`src/rtl/video_pkg.sv`:
```
`default_nettype none

package video_pkg;

	// dram word address
	typedef logic [20:0] vaddr_t;
	// dram page, tile map, tile gfx and font pages
	typedef logic [7:0] page_t;
	// scan line counter
	typedef logic [8:0] line_t;
	// tile descriptor, tile number in [10:0]
	typedef logic [15:0] tword_t;

	typedef enum logic [1:0] {VMODE_OFF, VMODE_ZX, VMODE_TM} vmode_e;

	// fetch window kind, also the sequencer state
	typedef enum logic [2:0] {FETCH_IDLE, FETCH_TILE, FETCH_XS, FETCH_GFX, FETCH_ZX} fetch_e;

	typedef struct packed {
		vmode_e mode;
		logic   tp1en;
	} vmode_t;

	typedef struct packed {
		logic       scr_page;
		page_t      tp;
		page_t      tgp0;
		page_t      tgp1;
		page_t      fp;
		logic [1:0] fa;
		logic [8:0] xs;
		line_t      ys;
	} vcfg_t;

	// single-cycle strobes plus the vpix level
	typedef struct packed {
		logic int_start;
		logic hsync_start;
		logic line_start;
		logic yctr_init;
		logic vpix;
	} vtime_t;

	// fetches per line
	localparam int ZX_WORDS   = 32;
	localparam int TILE_WORDS = 16;
	localparam int XS_WORDS   = 2;
	localparam int GFX_WORDS  = 64;

endpackage

`default_nettype wire

```
`src/rtl/video_mode_decode.sv`:
```
`timescale 1ns/1ps
`default_nettype none

module video_mode_decode (
	input  wire               clk,
	input  wire               rst_n,
	input  wire [7:0]         mode_reg,
	output video_pkg::vmode_t mode
);
	import video_pkg::*;

	vmode_t mode_d;

	// [1:0] mode select, [2] second tile plane
	always_comb
	begin
		mode_d.tp1en = 1'b0;
		case (mode_reg[1:0])
			2'b01: mode_d.mode = VMODE_ZX;
			2'b10:
			begin
				mode_d.mode  = VMODE_TM;
				// plane 1 only means something in tile mode
				mode_d.tp1en = mode_reg[2];
			end
			// 2'b11 reserved
			default: mode_d.mode = VMODE_OFF;
		endcase
	end

	// mode changes only on a clock edge
	always_ff @(posedge clk or negedge rst_n)
	begin
		if (!rst_n)
		begin
			mode.mode  <= VMODE_OFF;
			mode.tp1en <= 1'b0;
		end
		else
			mode <= mode_d;
	end

endmodule

`default_nettype wire

```
`src/rtl/video_fetch_window.sv`:
```
`timescale 1ns/1ps
`default_nettype none

module video_fetch_window (
	input  wire                    clk,
	input  wire                    rst_n,
	input  wire video_pkg::vmode_t mode,
	input  wire video_pkg::vtime_t tim,
	input  wire                    video_next,
	output video_pkg::fetch_e      fetch_kind,
	output logic                   video_req
);
	import video_pkg::*;

	fetch_e     state;
	fetch_e     state_nxt;
	// grants taken in the current window
	logic [6:0] cnt;
	logic [6:0] win_len;
	logic       last_grant;

	// window length in grants
	always_comb
	begin
		case (state)
			FETCH_TILE: win_len = mode.tp1en ? 7'(TILE_WORDS) : 7'(TILE_WORDS / 2);
			FETCH_XS:   win_len = 7'(XS_WORDS);
			FETCH_GFX:  win_len = 7'(GFX_WORDS);
			FETCH_ZX:   win_len = 7'(ZX_WORDS);
			default:    win_len = 7'd1;
		endcase
	end

	assign last_grant = video_next && (cnt == win_len - 7'd1);

	always_comb
	begin
		state_nxt = state;
		case (state)
			FETCH_IDLE:
			begin
				// tiles and xs go out during hblank
				if (mode.mode == VMODE_TM && tim.hsync_start)
					state_nxt = tim.vpix ? FETCH_TILE : FETCH_XS;
				else if (tim.line_start && tim.vpix)
				begin
					if (mode.mode == VMODE_TM)
						state_nxt = FETCH_GFX;
					else if (mode.mode == VMODE_ZX)
						state_nxt = FETCH_ZX;
				end
			end
			// xs words always follow the tile descriptors
			FETCH_TILE:
				if (last_grant)
					state_nxt = FETCH_XS;
			default:
				if (last_grant)
					state_nxt = FETCH_IDLE;
		endcase
		// display switched off, drop any open window
		if (mode.mode == VMODE_OFF)
			state_nxt = FETCH_IDLE;
	end

	always_ff @(posedge clk or negedge rst_n)
	begin
		if (!rst_n)
		begin
			state <= FETCH_IDLE;
			cnt   <= '0;
		end
		else
		begin
			state <= state_nxt;
			// counter restarts with every new window
			if (state_nxt != state)
				cnt <= '0;
			else if (video_next && state != FETCH_IDLE)
				cnt <= cnt + 7'd1;
		end
	end

	assign fetch_kind = state;
	// request stays up through back-pressure until the last grant
	assign video_req  = (state != FETCH_IDLE);

endmodule

`default_nettype wire

```
`src/rtl/video_addrgen.sv`:
```
`timescale 1ns/1ps
`default_nettype none

module video_addrgen (
	input  wire                    clk,
	input  wire                    rst_n,
	input  wire video_pkg::vmode_t mode,
	input  wire video_pkg::vcfg_t  cfg,
	input  wire video_pkg::vtime_t tim,
	input  wire video_pkg::fetch_e fetch_kind,
	input  wire                    video_next,
	input  wire                    video_strobe,
	input  wire video_pkg::tword_t video_data,
	output video_pkg::vaddr_t      video_addr
);
	import video_pkg::*;

	// zx counter
	// [0] attr or pix, [4:1] word column, [12:5] screen line
	logic [12:0] zxctr;
	logic [12:0] zxctr_nxt;
	line_t       yctr;
	line_t       yctr_nxt;
	// column, [0] is the tile plane
	logic [7:0]  xctr;
	logic [7:0]  xctr_nxt;
	// latest tile numbers per plane
	logic [10:0] tn0;
	logic [10:0] tn1;
	logic [10:0] tn0_nxt;
	logic [10:0] tn1_nxt;
	// plane of the outstanding tile fetch
	logic        str_plane;
	fetch_e      kind_q;
	logic        win_start;
	logic        pair_end;
	logic        ld;
	logic        tpn;
	logic [10:0] tnum;
	page_t       tgp;
	logic [5:0]  ty;
	logic [5:0]  tx;
	logic [6:0]  xcnt;
	logic [3:0]  tptr;
	logic [11:0] zx_pix;
	logic [11:0] zx_attr;
	vaddr_t      addr_zx;
	vaddr_t      addr_tile;
	vaddr_t      addr_xs;
	vaddr_t      addr_gfx;
	vaddr_t      addr_sel;

	// first cycle of any window, also tile -> xs
	assign win_start = (fetch_kind != FETCH_IDLE) && (fetch_kind != kind_q);
	// data for the last plane of a tile is in
	assign pair_end  = video_strobe && (str_plane || !mode.tp1en);
	assign ld        = win_start || video_next || pair_end;

	// counter next values, the address is formed from these
	always_comb
	begin
		zxctr_nxt = zxctr;
		if (tim.int_start)
			zxctr_nxt = '0;
		else if (video_next && fetch_kind == FETCH_ZX)
			zxctr_nxt = zxctr + 13'd1;

		yctr_nxt = yctr;
		if (tim.hsync_start)
			yctr_nxt = tim.yctr_init ? '0 : yctr + 9'd1;

		// one plane skips the plane bit
		xctr_nxt = xctr;
		if (win_start)
			xctr_nxt = '0;
		else if (video_next)
			xctr_nxt = xctr + (mode.tp1en ? 8'd1 : 8'd2);

		tn0_nxt = tn0;
		tn1_nxt = tn1;
		if (video_strobe)
		begin
			if (str_plane)
				tn1_nxt = video_data[10:0];
			else
				tn0_nxt = video_data[10:0];
		end
	end

	assign tpn  = xctr_nxt[0];
	assign tnum = tpn ? tn1_nxt : tn0_nxt;
	// tile number [10:9] selects a page above the gfx page
	assign tgp  = (tpn ? cfg.tgp1 : cfg.tgp0) + page_t'(tnum[10:9]);
	assign ty   = cfg.ys[8:3] + yctr_nxt[8:3];
	// low tile x bits from the column, high ones from the line
	assign tx   = {yctr_nxt[2:0], xctr_nxt[3:1]};
	// xs[1:0] is the pixel offset, left to the shifter
	assign xcnt = xctr_nxt[7:1] + cfg.xs[8:2];
	assign tptr = {yctr_nxt[2:0], xcnt[0]};

	// standard zx layout, thirds of the screen interleaved
	assign zx_pix  = {zxctr_nxt[12:11], zxctr_nxt[7:5], zxctr_nxt[10:8], zxctr_nxt[4:1]};
	assign zx_attr = {3'b110, zxctr_nxt[12:8], zxctr_nxt[4:1]};

	assign addr_zx   = {6'b000001, cfg.scr_page, 2'b10, zxctr_nxt[0] ? zx_attr : zx_pix};
	// 8.6.6.1
	assign addr_tile = {cfg.tp, ty, tx, tpn};
	// 8.2.1.1.9
	assign addr_xs   = {cfg.fp, cfg.fa, 1'b0, tpn, yctr_nxt};
	// 8.9.4
	assign addr_gfx  = {tgp, tnum[8:0], tptr};

	always_comb
	begin
		case (fetch_kind)
			FETCH_ZX:   addr_sel = addr_zx;
			FETCH_TILE: addr_sel = addr_tile;
			FETCH_XS:   addr_sel = addr_xs;
			FETCH_GFX:  addr_sel = addr_gfx;
			default:    addr_sel = video_addr;
		endcase
	end

	always_ff @(posedge clk or negedge rst_n)
	begin
		if (!rst_n)
		begin
			zxctr      <= '0;
			yctr       <= '0;
			xctr       <= '0;
			str_plane  <= 1'b0;
			kind_q     <= FETCH_IDLE;
			video_addr <= '0;
		end
		else
		begin
			zxctr  <= zxctr_nxt;
			yctr   <= yctr_nxt;
			xctr   <= xctr_nxt;
			kind_q <= fetch_kind;
			// plane of the address the arbiter just took
			if (video_next && fetch_kind == FETCH_TILE)
				str_plane <= xctr[0];
			// holds through back-pressure
			if (ld)
				video_addr <= addr_sel;
		end
	end

	always_ff @(posedge clk or negedge rst_n)
	begin
		if (!rst_n)
		begin
			tn0 <= '0;
			tn1 <= '0;
		end
		else
		begin
			tn0 <= tn0_nxt;
			tn1 <= tn1_nxt;
		end
	end

endmodule

`default_nettype wire

```
`src/rtl/video_fetch_top.sv`:
```
`timescale 1ns/1ps
`default_nettype none

module video_fetch_top (
	input  wire                     clk,
	input  wire                     rst_n,
	input  wire [7:0]               mode_reg,
	input  wire video_pkg::vcfg_t   cfg,
	input  wire video_pkg::vtime_t  tim,
	input  wire                     video_next,
	input  wire                     video_strobe,
	input  wire video_pkg::tword_t  video_data,
	output wire video_pkg::vaddr_t  video_addr,
	output wire                     video_req,
	output wire video_pkg::fetch_e  fetch_kind
);
	import video_pkg::*;

	// registered mode, shared by window and addrgen
	wire vmode_t mode;

	video_mode_decode u_decode (
		.clk      (clk),
		.rst_n    (rst_n),
		.mode_reg (mode_reg),
		.mode     (mode)
	);

	video_fetch_window u_window (
		.clk        (clk),
		.rst_n      (rst_n),
		.mode       (mode),
		.tim        (tim),
		.video_next (video_next),
		.fetch_kind (fetch_kind),
		.video_req  (video_req)
	);

	video_addrgen u_addrgen (
		.clk          (clk),
		.rst_n        (rst_n),
		.mode         (mode),
		.cfg          (cfg),
		.tim          (tim),
		.fetch_kind   (fetch_kind),
		.video_next   (video_next),
		.video_strobe (video_strobe),
		.video_data   (video_data),
		.video_addr   (video_addr)
	);

endmodule

`default_nettype wire

```
`config.mk`:
```
export PLATFORM = sky130hd
export DESIGN_NAME = video_fetch_top
export DESIGN_NICKNAME = d
export VERILOG_FILES = /design/src/rtl/video_pkg.sv /design/src/rtl/video_mode_decode.sv /design/src/rtl/video_fetch_window.sv /design/src/rtl/video_addrgen.sv /design/src/rtl/video_fetch_top.sv
export SDC_FILE = /design/constraint.sdc
export NUM_CORES = 1
export LEC_CHECK = 0
export ABC_AREA = 1
export BUFFER_PORTS_ARGS = -buffer_cell sky130_fd_sc_hd__buf_2
export CORE_MARGIN = 5
export CORE_UTILIZATION = 59
export CTS_BUF_LIST = sky130_fd_sc_hd__clkbuf_16
export DETAILED_ROUTE_END_ITERATION = 6
export PLACE_DENSITY = 0.95
export SKIP_LAST_GASP = 1
export SLEW_MARGIN = 10
export SYNTH_ARGS = -nofsm -noshare
export SYNTH_HDL_FRONTEND = slang
export SYNTH_SLANG_ARGS = --single-unit
```
`constraint.sdc`:
```
create_clock -name clk -period 4.7 [get_ports clk]
set_input_delay 0.705 -clock clk [delete_from_list [all_inputs] [get_ports clk]]
set_output_delay 0.705 -clock clk [all_outputs]
set_load 0.01 [all_outputs]
```
### Yosys cells after proc, flatten, opt, wreduce, memory -nomap -nowiden

Cells that the tools add are included.
Widths: inputs -> output; s select.

| storage, ports and cells | value |
|---|---|
| bits in registers | 90 |
| input port bits | 86 |
| output and inout port bits | 25 |
| logic and storage cells | 79 |

| operators by class | value |
|---|---|
| $add $sub $neg | 8 |
| eq/ne operators | 11 |
| muxes and demuxes | 30 |
| reductions and logical operators | 18 |

Operators with widths:

| operator | number |
|---|---|
| $pmux 21 s4 | 1 |
| $mux 11 | 5 |
| $pmux 7 s4 | 1 |
| $mux 13 | 2 |
| $mux 8 | 3 |
| $mux 3 | 7 |
| $mux 9 | 2 |
| $mux 7 | 2 |
| $add 13x1->13 const B | 1 |
| $mux 12 | 1 |
| $add 9x1->9 const B | 1 |
| $add 8x2->8 | 1 |
| $add 8x8->8 | 1 |
| $logic_and 1x1->1 | 8 |
| $add 7x1->7 const B | 1 |
| $eq 7x7->1 | 1 |
| $sub 7x1->7 const B | 1 |
| $add 6x6->6 | 1 |
| $eq 3x2->1 const B | 2 |
| $ne 3x3->1 | 2 |
| $pmux 3 s2 | 1 |
| $mux 5 | 1 |
| $eq 2x1->1 const B | 2 |
| $eq 2x2->1 const B | 2 |
| other kinds (14) | 17 |

### Depth between registers and ports, before layout

Gate-level depths: netlist (run 1).

| logic depth | value |
|---|---|
| depth in word-level cells | 10 |
| gate-level depth with buffers | 22 |
| mapped depth without buffers | 21 |

### Cells and area by module

Synthesis (run 1) repeated with hierarchy kept, for this count alone.

| unflattened totals | value |
|---|---|
| cell total of the unflattened synthesis | 723 |
| area, all modules | 5310.1 um2 |

Modules (own cells, without submodules):

| module | times used | cells an instance | area each (um2) | seq. area each (um2) |
|---|---|---|---|---|
| video_addrgen | 1 | 591 | 4394.2 | 1826.8 |
| video_fetch_window | 1 | 123 | 813.3 | 250.2 |
| video_mode_decode | 1 | 9 | 102.6 | 75.1 |

### Least setup slack after synthesis (run 1)

No wires, ideal clock.

| timing | value |
|---|---|
| path kind | input port to flip-flop |
| start point | input port video_next |
| end point | register u_addrgen.video_addr[19] |
| setup time | 0.117 ns |
| data arrival time | 2.837 ns |
| required time | 4.583 ns |
| path slack | 1.746 ns |
| stages on the path | 17 |
| buffers on the path | 3 |
| path through | clkbuf_2 o21ai_0 nand2_2 buf_4 buf_2 o21ai_0 ha_1 inv_1 fa_1 inv_1 nand2_1 nor2_2 nand3b_1 nand3_1 nand2_1 nand2_1 nand2_1 |

| on the way | value |
|---|---|
| cells in the longest elaborated chain, start to end | 5 |
| elaborated cells between the ends (all ways) | 9 |
| classes of those cells | add/sub: 1; mux: 5; reduce/logical: 3 |

Ends and longest elaborated chain:

| item | RTL line | RTL |
|---|---|---|
| start, declared | video_fetch_top.sv:10 | `input wire video_next,` |
| $mux 8 | video_addrgen.sv:76 | `else if (video_next)` |
| $mux 8 | video_addrgen.sv:74 | `if (win_start)` |
| $mux 8 / $mux 11 (equally long branches) | video_addrgen.sv:93, video_addrgen.sv:91 |  |
| $add 8x2->8 | video_addrgen.sv:93 | `assign tgp = (tpn ? cfg.tgp1 : cfg.tgp0) + page_t'(tnum[10:9]);` |
| $pmux 21 s4 | video_addrgen.sv:115 | `case (fetch_kind)` |
| end signal, assigned | video_addrgen.sv:146 | `video_addr <= addr_sel;` |
| end, declared | video_addrgen.sv:14 | `output video_pkg::vaddr_t video_addr` |

Several ways; a longest one is shown, not always the timed one.
A chain may end at the register's enable or synchronous reset.

### Worst setup path in the final report (run 1)

| timing | value |
|---|---|
| start point | register u_window.state[1], in the netlist u_window.fetch_kind[1] |
| end point | register u_addrgen.video_addr[17] |

| on the way | value |
|---|---|
| cells in the longest elaborated chain, start to end | 6 |
| elaborated cells between the ends (all ways) | 16 |
| classes of those cells | add/sub: 1; eq/ne: 5; mux: 4; reduce/logical: 6 |

Ends and longest elaborated chain:

| item | RTL line | RTL |
|---|---|---|
| start, declared | video_fetch_window.sv:15 | `fetch_e state;` |
| start signal, assigned | video_fetch_window.sv:75 | `state <= state_nxt;` |
| $ne 3x3->1 / $reduce_bool 3->1 (equally long branches) | video_addrgen.sv:54 | `assign win_start = (fetch_kind != FETCH_IDLE) && (fetch_kind != kind_q);` |
| $logic_and 1x1->1 | video_addrgen.sv:54 |  |
| $mux 8 | video_addrgen.sv:74 |  |
| $mux 8 / $mux 11 (equally long branches) | video_addrgen.sv:93, video_addrgen.sv:91 |  |
| $add 8x2->8 | video_addrgen.sv:93 |  |
| $pmux 21 s4 | video_addrgen.sv:115 |  |

Several ways; a longest one is shown, not always the timed one.

==> results of run 1 <==
## power by group through the flow
stage               Clock, mW  Combinational (mW)  Sequential (mW)
floorplan                   0               0.788             1.07
global placement            0                1.09             1.06
detailed placement          0                1.14             1.07
CTS                     0.635                1.16             1.06
global route            0.666                1.32             1.09
finish                  0.631                1.17             1.07
## logic make-up after synthesis
group,Yosys count
AOI/OAI and AO/OA,120
DFF,86
buffers and inverters,116
adders and majority gates,16
and+or+nand+nor,324
muxes,1
xor gates and xnor gates,17
## through the flow
| step | hold slack [ns] | total power [mW] | instance area [sq um] | instances | utilization, % |
|---|---|---|---|---|---|
| floorplan | 0.409 | 1.86 | 5140 | 680 | - |
| global placement | 0.459 | 2.15 | 5630 | 859 | 65.5 |
| detailed placement | 0.460 | 2.22 | 5630 | 859 | 65.5 |
| CTS | 0.476 | 2.86 | 5890 | 873 | 68.5 |
| global route | 0.508 | 3.07 | 5890 | 873 | 68.5 |
| finish | 0.475 | 2.87 | 5890 | 873 | 68.5 |
## synth_stat cells (4+ instances only)
| library cell | instances |
|---|---|
| sky130_fd_sc_hd__nand2_1 | 188 |
| sky130_fd_sc_hd__inv_1 | 92 |
| sky130_fd_sc_hd__dfrtp_1 | 86 |
| sky130_fd_sc_hd__nor2_1 | 55 |
| sky130_fd_sc_hd__o21ai_0 | 51 |
| sky130_fd_sc_hd__nand3_1 | 34 |
| sky130_fd_sc_hd__a21oi_1 | 29 |
| sky130_fd_sc_hd__clkbuf_1 | 13 |
| sky130_fd_sc_hd__ha_1 | 13 |
| sky130_fd_sc_hd__nand4_1 | 11 |
| sky130_fd_sc_hd__xor2_1 | 10 |
| sky130_fd_sc_hd__nor3_1 | 9 |
| sky130_fd_sc_hd__xnor2_1 | 7 |
| sky130_fd_sc_hd__nor2_2 | 6 |
| sky130_fd_sc_hd__o211ai_1 | 6 |
| sky130_fd_sc_hd__a31oi_1 | 4 |
| sky130_fd_sc_hd__inv_2 | 4 |
## cell usage in the layout (no fill, tap or decap), types with 4 or more instances in the layout
cell type                   instances
sky130_fd_sc_hd__nand3_1           34
sky130_fd_sc_hd__a21oi_1           29
sky130_fd_sc_hd__nand2_1          188
sky130_fd_sc_hd__xnor2_1            7
sky130_fd_sc_hd__ha_1              13
sky130_fd_sc_hd__a31oi_1            4
sky130_fd_sc_hd__dfrtp_1           86
sky130_fd_sc_hd__inv_2              4
sky130_fd_sc_hd__o211ai_1           6
sky130_fd_sc_hd__nor2_2             6
sky130_fd_sc_hd__clkbuf_16          9
sky130_fd_sc_hd__o21ai_0           51
sky130_fd_sc_hd__inv_1             92
sky130_fd_sc_hd__xor2_1            10
sky130_fd_sc_hd__buf_2             88
sky130_fd_sc_hd__nand4_1           11
sky130_fd_sc_hd__nor2_1            55
sky130_fd_sc_hd__nor3_1             9
## area by class of cell
class                      count  area [sq um]  share of cell area [%]
clock buffer                   9           225                    3.83
clock inverter                 5          28.8                   0.489
inverter                      96           360                    6.12
multi-input combinational    478          2520                    42.8
sequential                    86          2150                    36.6
tap                          108           135                    2.30
timing repair buffer          91           463                    7.87
## worst paths after layout
check	from	cells after the start	to	slack [ns]
max	u_window.fetch_kind[1]$_DFF_PN0_	15	u_addrgen.video_addr[17]$_DFFE_PN0P_	1.40
min	u_addrgen.video_addr[5]$_DFFE_PN0P_	2	u_addrgen.video_addr[5]$_DFFE_PN0P_	0.47
max reg2reg	u_window.fetch_kind[1]$_DFF_PN0_	15	u_addrgen.video_addr[17]$_DFFE_PN0P_	1.40
min reg2reg	u_addrgen.video_addr[5]$_DFFE_PN0P_	2	u_addrgen.video_addr[5]$_DFFE_PN0P_	0.47
max in group asynchronous	rst_n	1	u_addrgen.zxctr[2]$_DFF_PN0_	3.42
min in group asynchronous	rst_n	1	u_decode.mode[1]$_DFF_PN0_	0.53
## critical path, cell delays in order, from the launching register on
cell                      delay (ns)
sky130_fd_sc_hd__dfrtp_1        0.65
sky130_fd_sc_hd__xnor2_1        0.17
sky130_fd_sc_hd__nand3_1        0.20
sky130_fd_sc_hd__nand2_2        0.16
sky130_fd_sc_hd__nand2_2        0.28
sky130_fd_sc_hd__o21ai_0        0.41
sky130_fd_sc_hd__inv_1          0.11
sky130_fd_sc_hd__fa_1           0.42
sky130_fd_sc_hd__inv_1          0.07
sky130_fd_sc_hd__nand2_1        0.09
sky130_fd_sc_hd__nor2_2         0.18
sky130_fd_sc_hd__nor2_1         0.05
sky130_fd_sc_hd__o21ai_0        0.13
sky130_fd_sc_hd__nand3_1        0.11
sky130_fd_sc_hd__nand2_1        0.08
sky130_fd_sc_hd__nand2_1        0.06
## layer usage
| metal | wire, um | share of wire (%) |
|---|---|---|
| met5 | 0 | 0 |
| met4 | 379 | 2.8 |
| met3 | 1240 | 9.1 |
| met2 | 6550 | 48 |
| met1 | 5380 | 40 |
==> summary.txt, run 1 <==
Layout
  – Proportion of layout cells with a drive suffix above 1: ~17%
  – Inserted Diodes: 0
  – Final nets: roughly 860
  – Layout fillers: 626
  – Max reg flops: 21
  – Register ranked first by flip-flop count: u_addrgen.video_addr
  – Synth-to-layout area growth: 14.5%
  – Registers with the most flip-flops: u_addrgen.video_addr: 21 flops, u_addrgen.zxctr: 13 flops

Routing
  – Wirelength per Cell: around 16 um
  – Remaining routing DRC violations: 0
  – Number of DRC violations after detailed-routing iteration 0: ~400
  – Number of antenna-violating nets in the routed design: 0
  – Total Routed Length: around 14,000 um
  – Drt pass-1 iters: 5
  – Total number of vias: 5,045
  – Avg Vias per Cell: a little under 6

Clock network
  – Depth of the CTS H-tree: 3
  – Maximum number of buffers from clock root to sink: 2
  – # Post-CTS Setup Buffers: 0
  – Number of buffers inserted by hold repair at cts: 0
  – Cell chosen for the clock root: sky130_fd_sc_hd__clkbuf_16
  – Clock net sink count: 86
  – CTS resizes: 0
  – Clk_lat worst skew: roughly 0.34 ns
  – Clock-pin slew reported for the worst setup and hold paths after clock tree synthesis: ~0.060 ns
  – Clock tree from TritonCTS: done
  – Number of CTS-inserted buffers: 9

Power
  – Clock power frac: a little over a fifth
  – Share of total power consumed by net switching: approximately two fifths
  – Internal power summed over all cells: 1.69 mW
  – Leakage: ~3.2 nW
  – Power Density: slightly below 500 mW/mm^2
  – Net switching power figure: around 1.2 mW
  – Combinational Power Share: roughly two fifths
  – Sequential Power Share: a little under two fifths
  – Worst voltage drop across the vdd grid: about 240 uV

Synth
  – Adder and majority cell fraction of the synthesized area: roughly 4.3%
  – Yosys warnings: 0
  – Total standard cell area after synthesis: 0.00514 sq mm
  – Flops & latches, synth: 86
  – Dominant combinational cell family by area after synthesis: simple AND/OR/NAND/NOR gates
  – Leading cell types by total area after synthesis: sky130_fd_sc_hd__dfrtp_1, sky130_fd_sc_hd__nand2_1, sky130_fd_sc_hd__inv_1
  – Cell variety after synth: between 50 and 60
  – Simple-gate share of the synthesized area: 27.7%
  – Number of synthesized flops with an enable pin: 0
  – Seq/Total Area, Yosys: 41.9%
  – Fraction of registers with async set or reset after synthesis: 100%
  – Gate count after technology mapping: 680
  – Mean area per synthesized cell: approximately 7.6 sq um
  – Fraction of the mapped netlist area in compound gates: between 10% and 20%
  – Xor and xnor fraction of the mapped netlist area: under 10%
  – Post-synthesis net count: between 700 and 800
  – Dominant cell type by area after synthesis: sky130_fd_sc_hd__dfrtp_1
  – Dominant synthesized flop cell: sky130_fd_sc_hd__dfrtp_1
  – Fraction of synthesized area in multiplexers: less than 1%
  – Post-synth top area share: 41.9%

Run status
  – Outcome: finished clean

Global route
  – Gr usage total: a little over a quarter
  – Global-route wire length before repair: 22,000 um
  – Largest net degree at the start of global routing: 87
  – Number of global-route vias before repair: roughly 4,800
  – GRT overflow: 0
  – Met1 track utilization from global routing: between 30% and 40%
  – Met2 Usage GRT: between 40 and 50%
  – Global routing's busiest layer: met2
  – Met3 capacity usage during global routing: around 5.6%
  – Initial antenna violation count: 0

STA
  – Relative slew slack: a little over a quarter
  – Crit share post-route: a little over two thirds
  – Pins over their slew limit: 0
  – Worst setup margin: 1.40 ns
  – RSZ-0062 raised after global routing: false
  – Final setup violating endpoints: 0
  – FMAX: 303 MHz
  – Shortest period the worst path allows: 3.30 ns
  – Slew of the pin with the lowest slew margin: approximately 1.1 ns
  – Max Clock Skew: 0.00701 ns
  – Total Negative Setup Slacks: 0 ns
  – Hold violation count in the final report: 0

Setup path
  – Crit Path Category: flip-flop to flip-flop
  – Worst Path Arrival: 3.52 ns
  – Crit path launch type: flip-flop
  – Type of element capturing the critical path: flip-flop
  – Peak fanout along the critical path: 27
  – Worst endpoint required time: between 4 and 5 ns

Die
  – Number of cell rows: 34
  – Die span in x: ~100 um
  – CORE AREA: around 0.0086 sq mm
  – Die Outline Area: between 0.01 and 0.015 sq mm
  – Initial core utilization: approximately three fifths
  – Boundary Pins: 111
  – Height of the chip: 103 um

Placed design
  – Global placer's final weighted congestion: roughly 0.96
  – Number of buffers inserted by port buffering: a little under 90
  – Setup slack at placement: around 1.4 ns
  – DP Wirelength: 9980 um

Flow run
  – Max-capacitance violation count: 0

Min path
  – Worst hold path class: flip-flop to flip-flop
Power figures use the tool's default switching activity.
==> inputs of run 2 (changes only) <==
--- a/config.mk
+++ b/config.mk
@@ -8,10 +8,10 @@
 export ABC_AREA = 1
 export BUFFER_PORTS_ARGS = -buffer_cell sky130_fd_sc_hd__buf_2
 export CORE_MARGIN = 5
-export CORE_UTILIZATION = 59
+export CORE_UTILIZATION = 50
 export CTS_BUF_LIST = sky130_fd_sc_hd__clkbuf_16
 export DETAILED_ROUTE_END_ITERATION = 6
-export PLACE_DENSITY = 0.95
+export PLACE_DENSITY = 0.88
 export SKIP_LAST_GASP = 1
 export SLEW_MARGIN = 10
 export SYNTH_ARGS = -nofsm -noshare
==> constraint.sdc (replaced) <==
create_clock -name clk -period 2.7 [get_ports clk]
set_input_delay 0.405 -clock clk [delete_from_list [all_inputs] [get_ports clk]]
set_output_delay 0.405 -clock clk [all_outputs]
set_load 0.01 [all_outputs]
==> summary.txt, run 2 (synthesis results as in run 1) <==
Clock network
  – Number of CTS-inserted buffers: 9
  – Number of buffers inserted by hold repair at cts: 0
  – Clock tree from TritonCTS: done
  – Maximum number of buffers from clock root to sink: 2
  – Clock-pin slew reported for the worst setup and hold paths after clock tree synthesis: ~0.06 ns
  – Clk_lat worst skew: 0.34 ns
  – Depth of the CTS H-tree: 3
  – Cell chosen for the clock root: sky130_fd_sc_hd__clkbuf_16
  – Clock net sink count: between 80 and 90

Setup path
  – Peak fanout along the critical path: 5
  – Critical path's slowest cell: sky130_fd_sc_hd__dfrtp_2
  – Crit-path most repeated cell: sky130_fd_sc_hd__nand2_1
  – Origin of the critical flop-to-flop path: u_window.fetch_kind[1]$_DFF_PN0_
  – Crit path largest cell delay: ~0.45 ns
  – Cells along the critical path: buf_6 -> nor2_4 -> nand2_4 -> nand2_4 -> nand2_4 -> inv_4 -> ha_4 -> nand2_2 -> nand2_1 -> nor2_1 -> nand3_1 -> nor2_2 -> buf_4 -> nand4_1 -> nand3_1 -> nand2_1 -> nand2_1 -> nand2_2 -> nand4_1 -> nand2_1
  – Crit path launch type: flip-flop
  – Type of element capturing the critical path: flip-flop
  – Reg2reg setup slack: -0.11 ns
  – Worst flop-to-flop path endpoint: u_window.cnt[5]$_DFFE_PN0P_
  – Crit Path Category: flip-flop to flip-flop
  – Worst endpoint required time: 2.93 ns
  – R2R cell count: 20
  – Crit path max-delay family: simple AND/OR/NAND/NOR gates
  – Worst Path Arrival: 3.04 ns
  – Buffer and inverter count on the worst path: 3

Placed design
  – Number of buffers inserted by port buffering: 89
  – Placed Area: 0.00589 sq mm
  – Setup slack at placement: -0.0104 ns
  – Global placer's final weighted congestion: approximately 0.92
  – DP Wirelength: around 10000 um

Min path
  – Worst hold path class: input port to asynchronous set/reset pin

Run status
  – Outcome: complete, but fails checks
  – Violations in the final reports: negative setup slack

STA
  – Relative slew slack: between 60% and 70%
  – Crit share post-route: 104%
  – Pins over their slew limit: 0
  – RSZ-0062 raised after global routing: true
  – Final setup violating endpoints: 7
  – Hold violation count in the final report: 0
  – Total Negative Setup Slacks: -0.643 ns
  – Shortest period the worst path allows: roughly 2.8 ns
  – Max Clock Skew: ~0.0038 ns
  – Worst setup margin: -0.106 ns
  – FMAX: 356 MHz
  – Slew of the pin with the lowest slew margin: about 0.56 ns

Layout
  – Post-route cell area: between 0.006 and 0.007 sq mm
  – Inserted Diodes: 0
  – Most common library cell in the layout ignoring fill and taps: sky130_fd_sc_hd__nand2_1
  – Register Area: around 0.0022 sq mm
  – Registers with the most flip-flops: u_addrgen.video_addr: 21 flops, u_addrgen.zxctr: 13 flops
  – Most frequent cells in the layout: sky130_fd_sc_hd__nand2_1, sky130_fd_sc_hd__inv_1, sky130_fd_sc_hd__buf_2
  – Layout fillers: 820
  – Synth-to-layout area growth: 24.5%
  – Final nets: about 900
  – Max reg flops: 21
  – Register ranked first by flip-flop count: u_addrgen.video_addr
  – Proportion of layout cells with a drive suffix above 1: 25.1%
  – Area of combinational cells with multiple inputs: between 0.002 and 0.003 sq mm

Global route
  – Gr usage total: approximately 22%
  – Number of global-route vias before repair: 4,779
  – Initial antenna violation count: 0
  – Largest net degree at the start of global routing: 39
  – Global-route wire length before repair: 22,400 um
  – GRT overflow: 0

Power
  – Worst voltage drop across the vdd grid: around 380 uV
  – Power Density: approximately 880 mW/mm^2
  – Post-layout power: between 5 and 6 mW
  – Leakage: roughly 3.4 nW

Die
  – Die Outline Area: about 0.012 sq mm
  – Number of cell rows: 37
  – Height of the chip: approximately 110 um
  – Boundary Pins: 111
  – Initial core utilization: 50.5%
  – CORE AREA: 0.0102 sq mm
  – Die span in x: approximately 110 um

Routing
  – Number of DRC violations after detailed-routing iteration 0: around 560
  – Remaining routing DRC violations: 0
  – Total Routed Length: 14,800 um
  – Avg Vias per Cell: roughly 5.4
  – Total number of vias: 5,080
  – Drt pass-1 iters: 5
  – Number of antenna-violating nets in the routed design: 0
  – Wirelength per Cell: roughly 16 um

Flow run
  – Max-capacitance violation count: 0
## run 2: cell count changes in the layout (fill, tap and decap cells not counted), sizes merged
cell / previous run / this run
buf: 91 / 123
bufinv: 0 / 2
clkinvlp: 2 / 0
inv: 96 / 97
## run 2: power by group
part,total [mW],internal (mW),switching (mW)
registers,1.84,1.65,0.197
logic,2.46,0.915,1.54
clock network,1.33,0.805,0.520
## run 2: through the flow
step	utilization, %	hold WS, ns	cells
after floorplan	-	0.109	680
after global placement	57.8	0.407	911
after detailed placement	57.8	0.406	911
after CTS	61.0	0.0470	927
after global routing	62.9	0.0690	934
final	62.9	0.0273	934
## run 2: layer usage
| metal | GRT usage (%) | wire (um) |
|---|---|---|
| met5 | 0 | 0 |
| met4 | 9.25 | 399 |
| met3 | 3.86 | 1020 |
| met2 | 37.8 | 7400 |
| met1 | 28.1 | 5950 |
## run 2: timing repair
| action | in CTS | in global routing |
|---|---|---|
| endpoints found under the hold margin | 0 | 0 |
| endpoints found under the setup margin | 7 | 15 |
| pin swaps | 1 | 23 |
| resized for setup | 2 | 44 |
| buffers inserted | 1 | 7 |
## run 2: worst register-to-register path, stage by stage, from the launching register on
cell,delay [ns]
sky130_fd_sc_hd__dfrtp_2,0.45
sky130_fd_sc_hd__buf_6,0.16
sky130_fd_sc_hd__nor2_4,0.16
sky130_fd_sc_hd__nand2_4,0.09
sky130_fd_sc_hd__nand2_4,0.10
sky130_fd_sc_hd__nand2_4,0.07
sky130_fd_sc_hd__inv_4,0.06
sky130_fd_sc_hd__ha_4,0.19
sky130_fd_sc_hd__nand2_2,0.06
sky130_fd_sc_hd__nand2_1,0.05
sky130_fd_sc_hd__nor2_1,0.13
sky130_fd_sc_hd__nand3_1,0.14
sky130_fd_sc_hd__nor2_2,0.18
sky130_fd_sc_hd__buf_4,0.13
sky130_fd_sc_hd__nand4_1,0.12
sky130_fd_sc_hd__nand3_1,0.18
sky130_fd_sc_hd__nand2_1,0.09
sky130_fd_sc_hd__nand2_1,0.08
sky130_fd_sc_hd__nand2_2,0.10
sky130_fd_sc_hd__nand4_1,0.13
sky130_fd_sc_hd__nand2_1,0.06
## run 2: layout make-up
cell class	count	share of cell area (%)
clock inverter	6	1.35
timing repair buffer	123	11.4
sequential	86	33.7
inverter	96	5.67
multi-input combinational	478	41.7
tap	136	2.66
clock buffer	9	3.52
## run 2: worst max-delay path by stage
| stage | start | endpoint | slack (ns) | cells after the start |
|---|---|---|---|---|
| after floorplan | u_window.fetch_kind[0]$_DFF_PN0_ | u_addrgen.video_addr[19]$_DFFE_PN0P_ | 0.005 | 19 |
| after global placement | tim[3] | u_addrgen.video_addr[12]$_DFFE_PN0P_ | 0.06 | 20 |
| after detailed placement | tim[3] | u_addrgen.video_addr[12]$_DFFE_PN0P_ | -0.01 | 20 |
| after CTS | u_window.fetch_kind[0]$_DFF_PN0_ | u_window.cnt[4]$_DFFE_PN0P_ | -0.003 | 22 |
| after global routing | u_window.fetch_kind[1]$_DFF_PN0_ | u_window.cnt[1]$_DFFE_PN0P_ | -0.20 | 22 |
| final | u_window.fetch_kind[1]$_DFF_PN0_ | u_window.cnt[5]$_DFFE_PN0P_ | -0.11 | 20 |
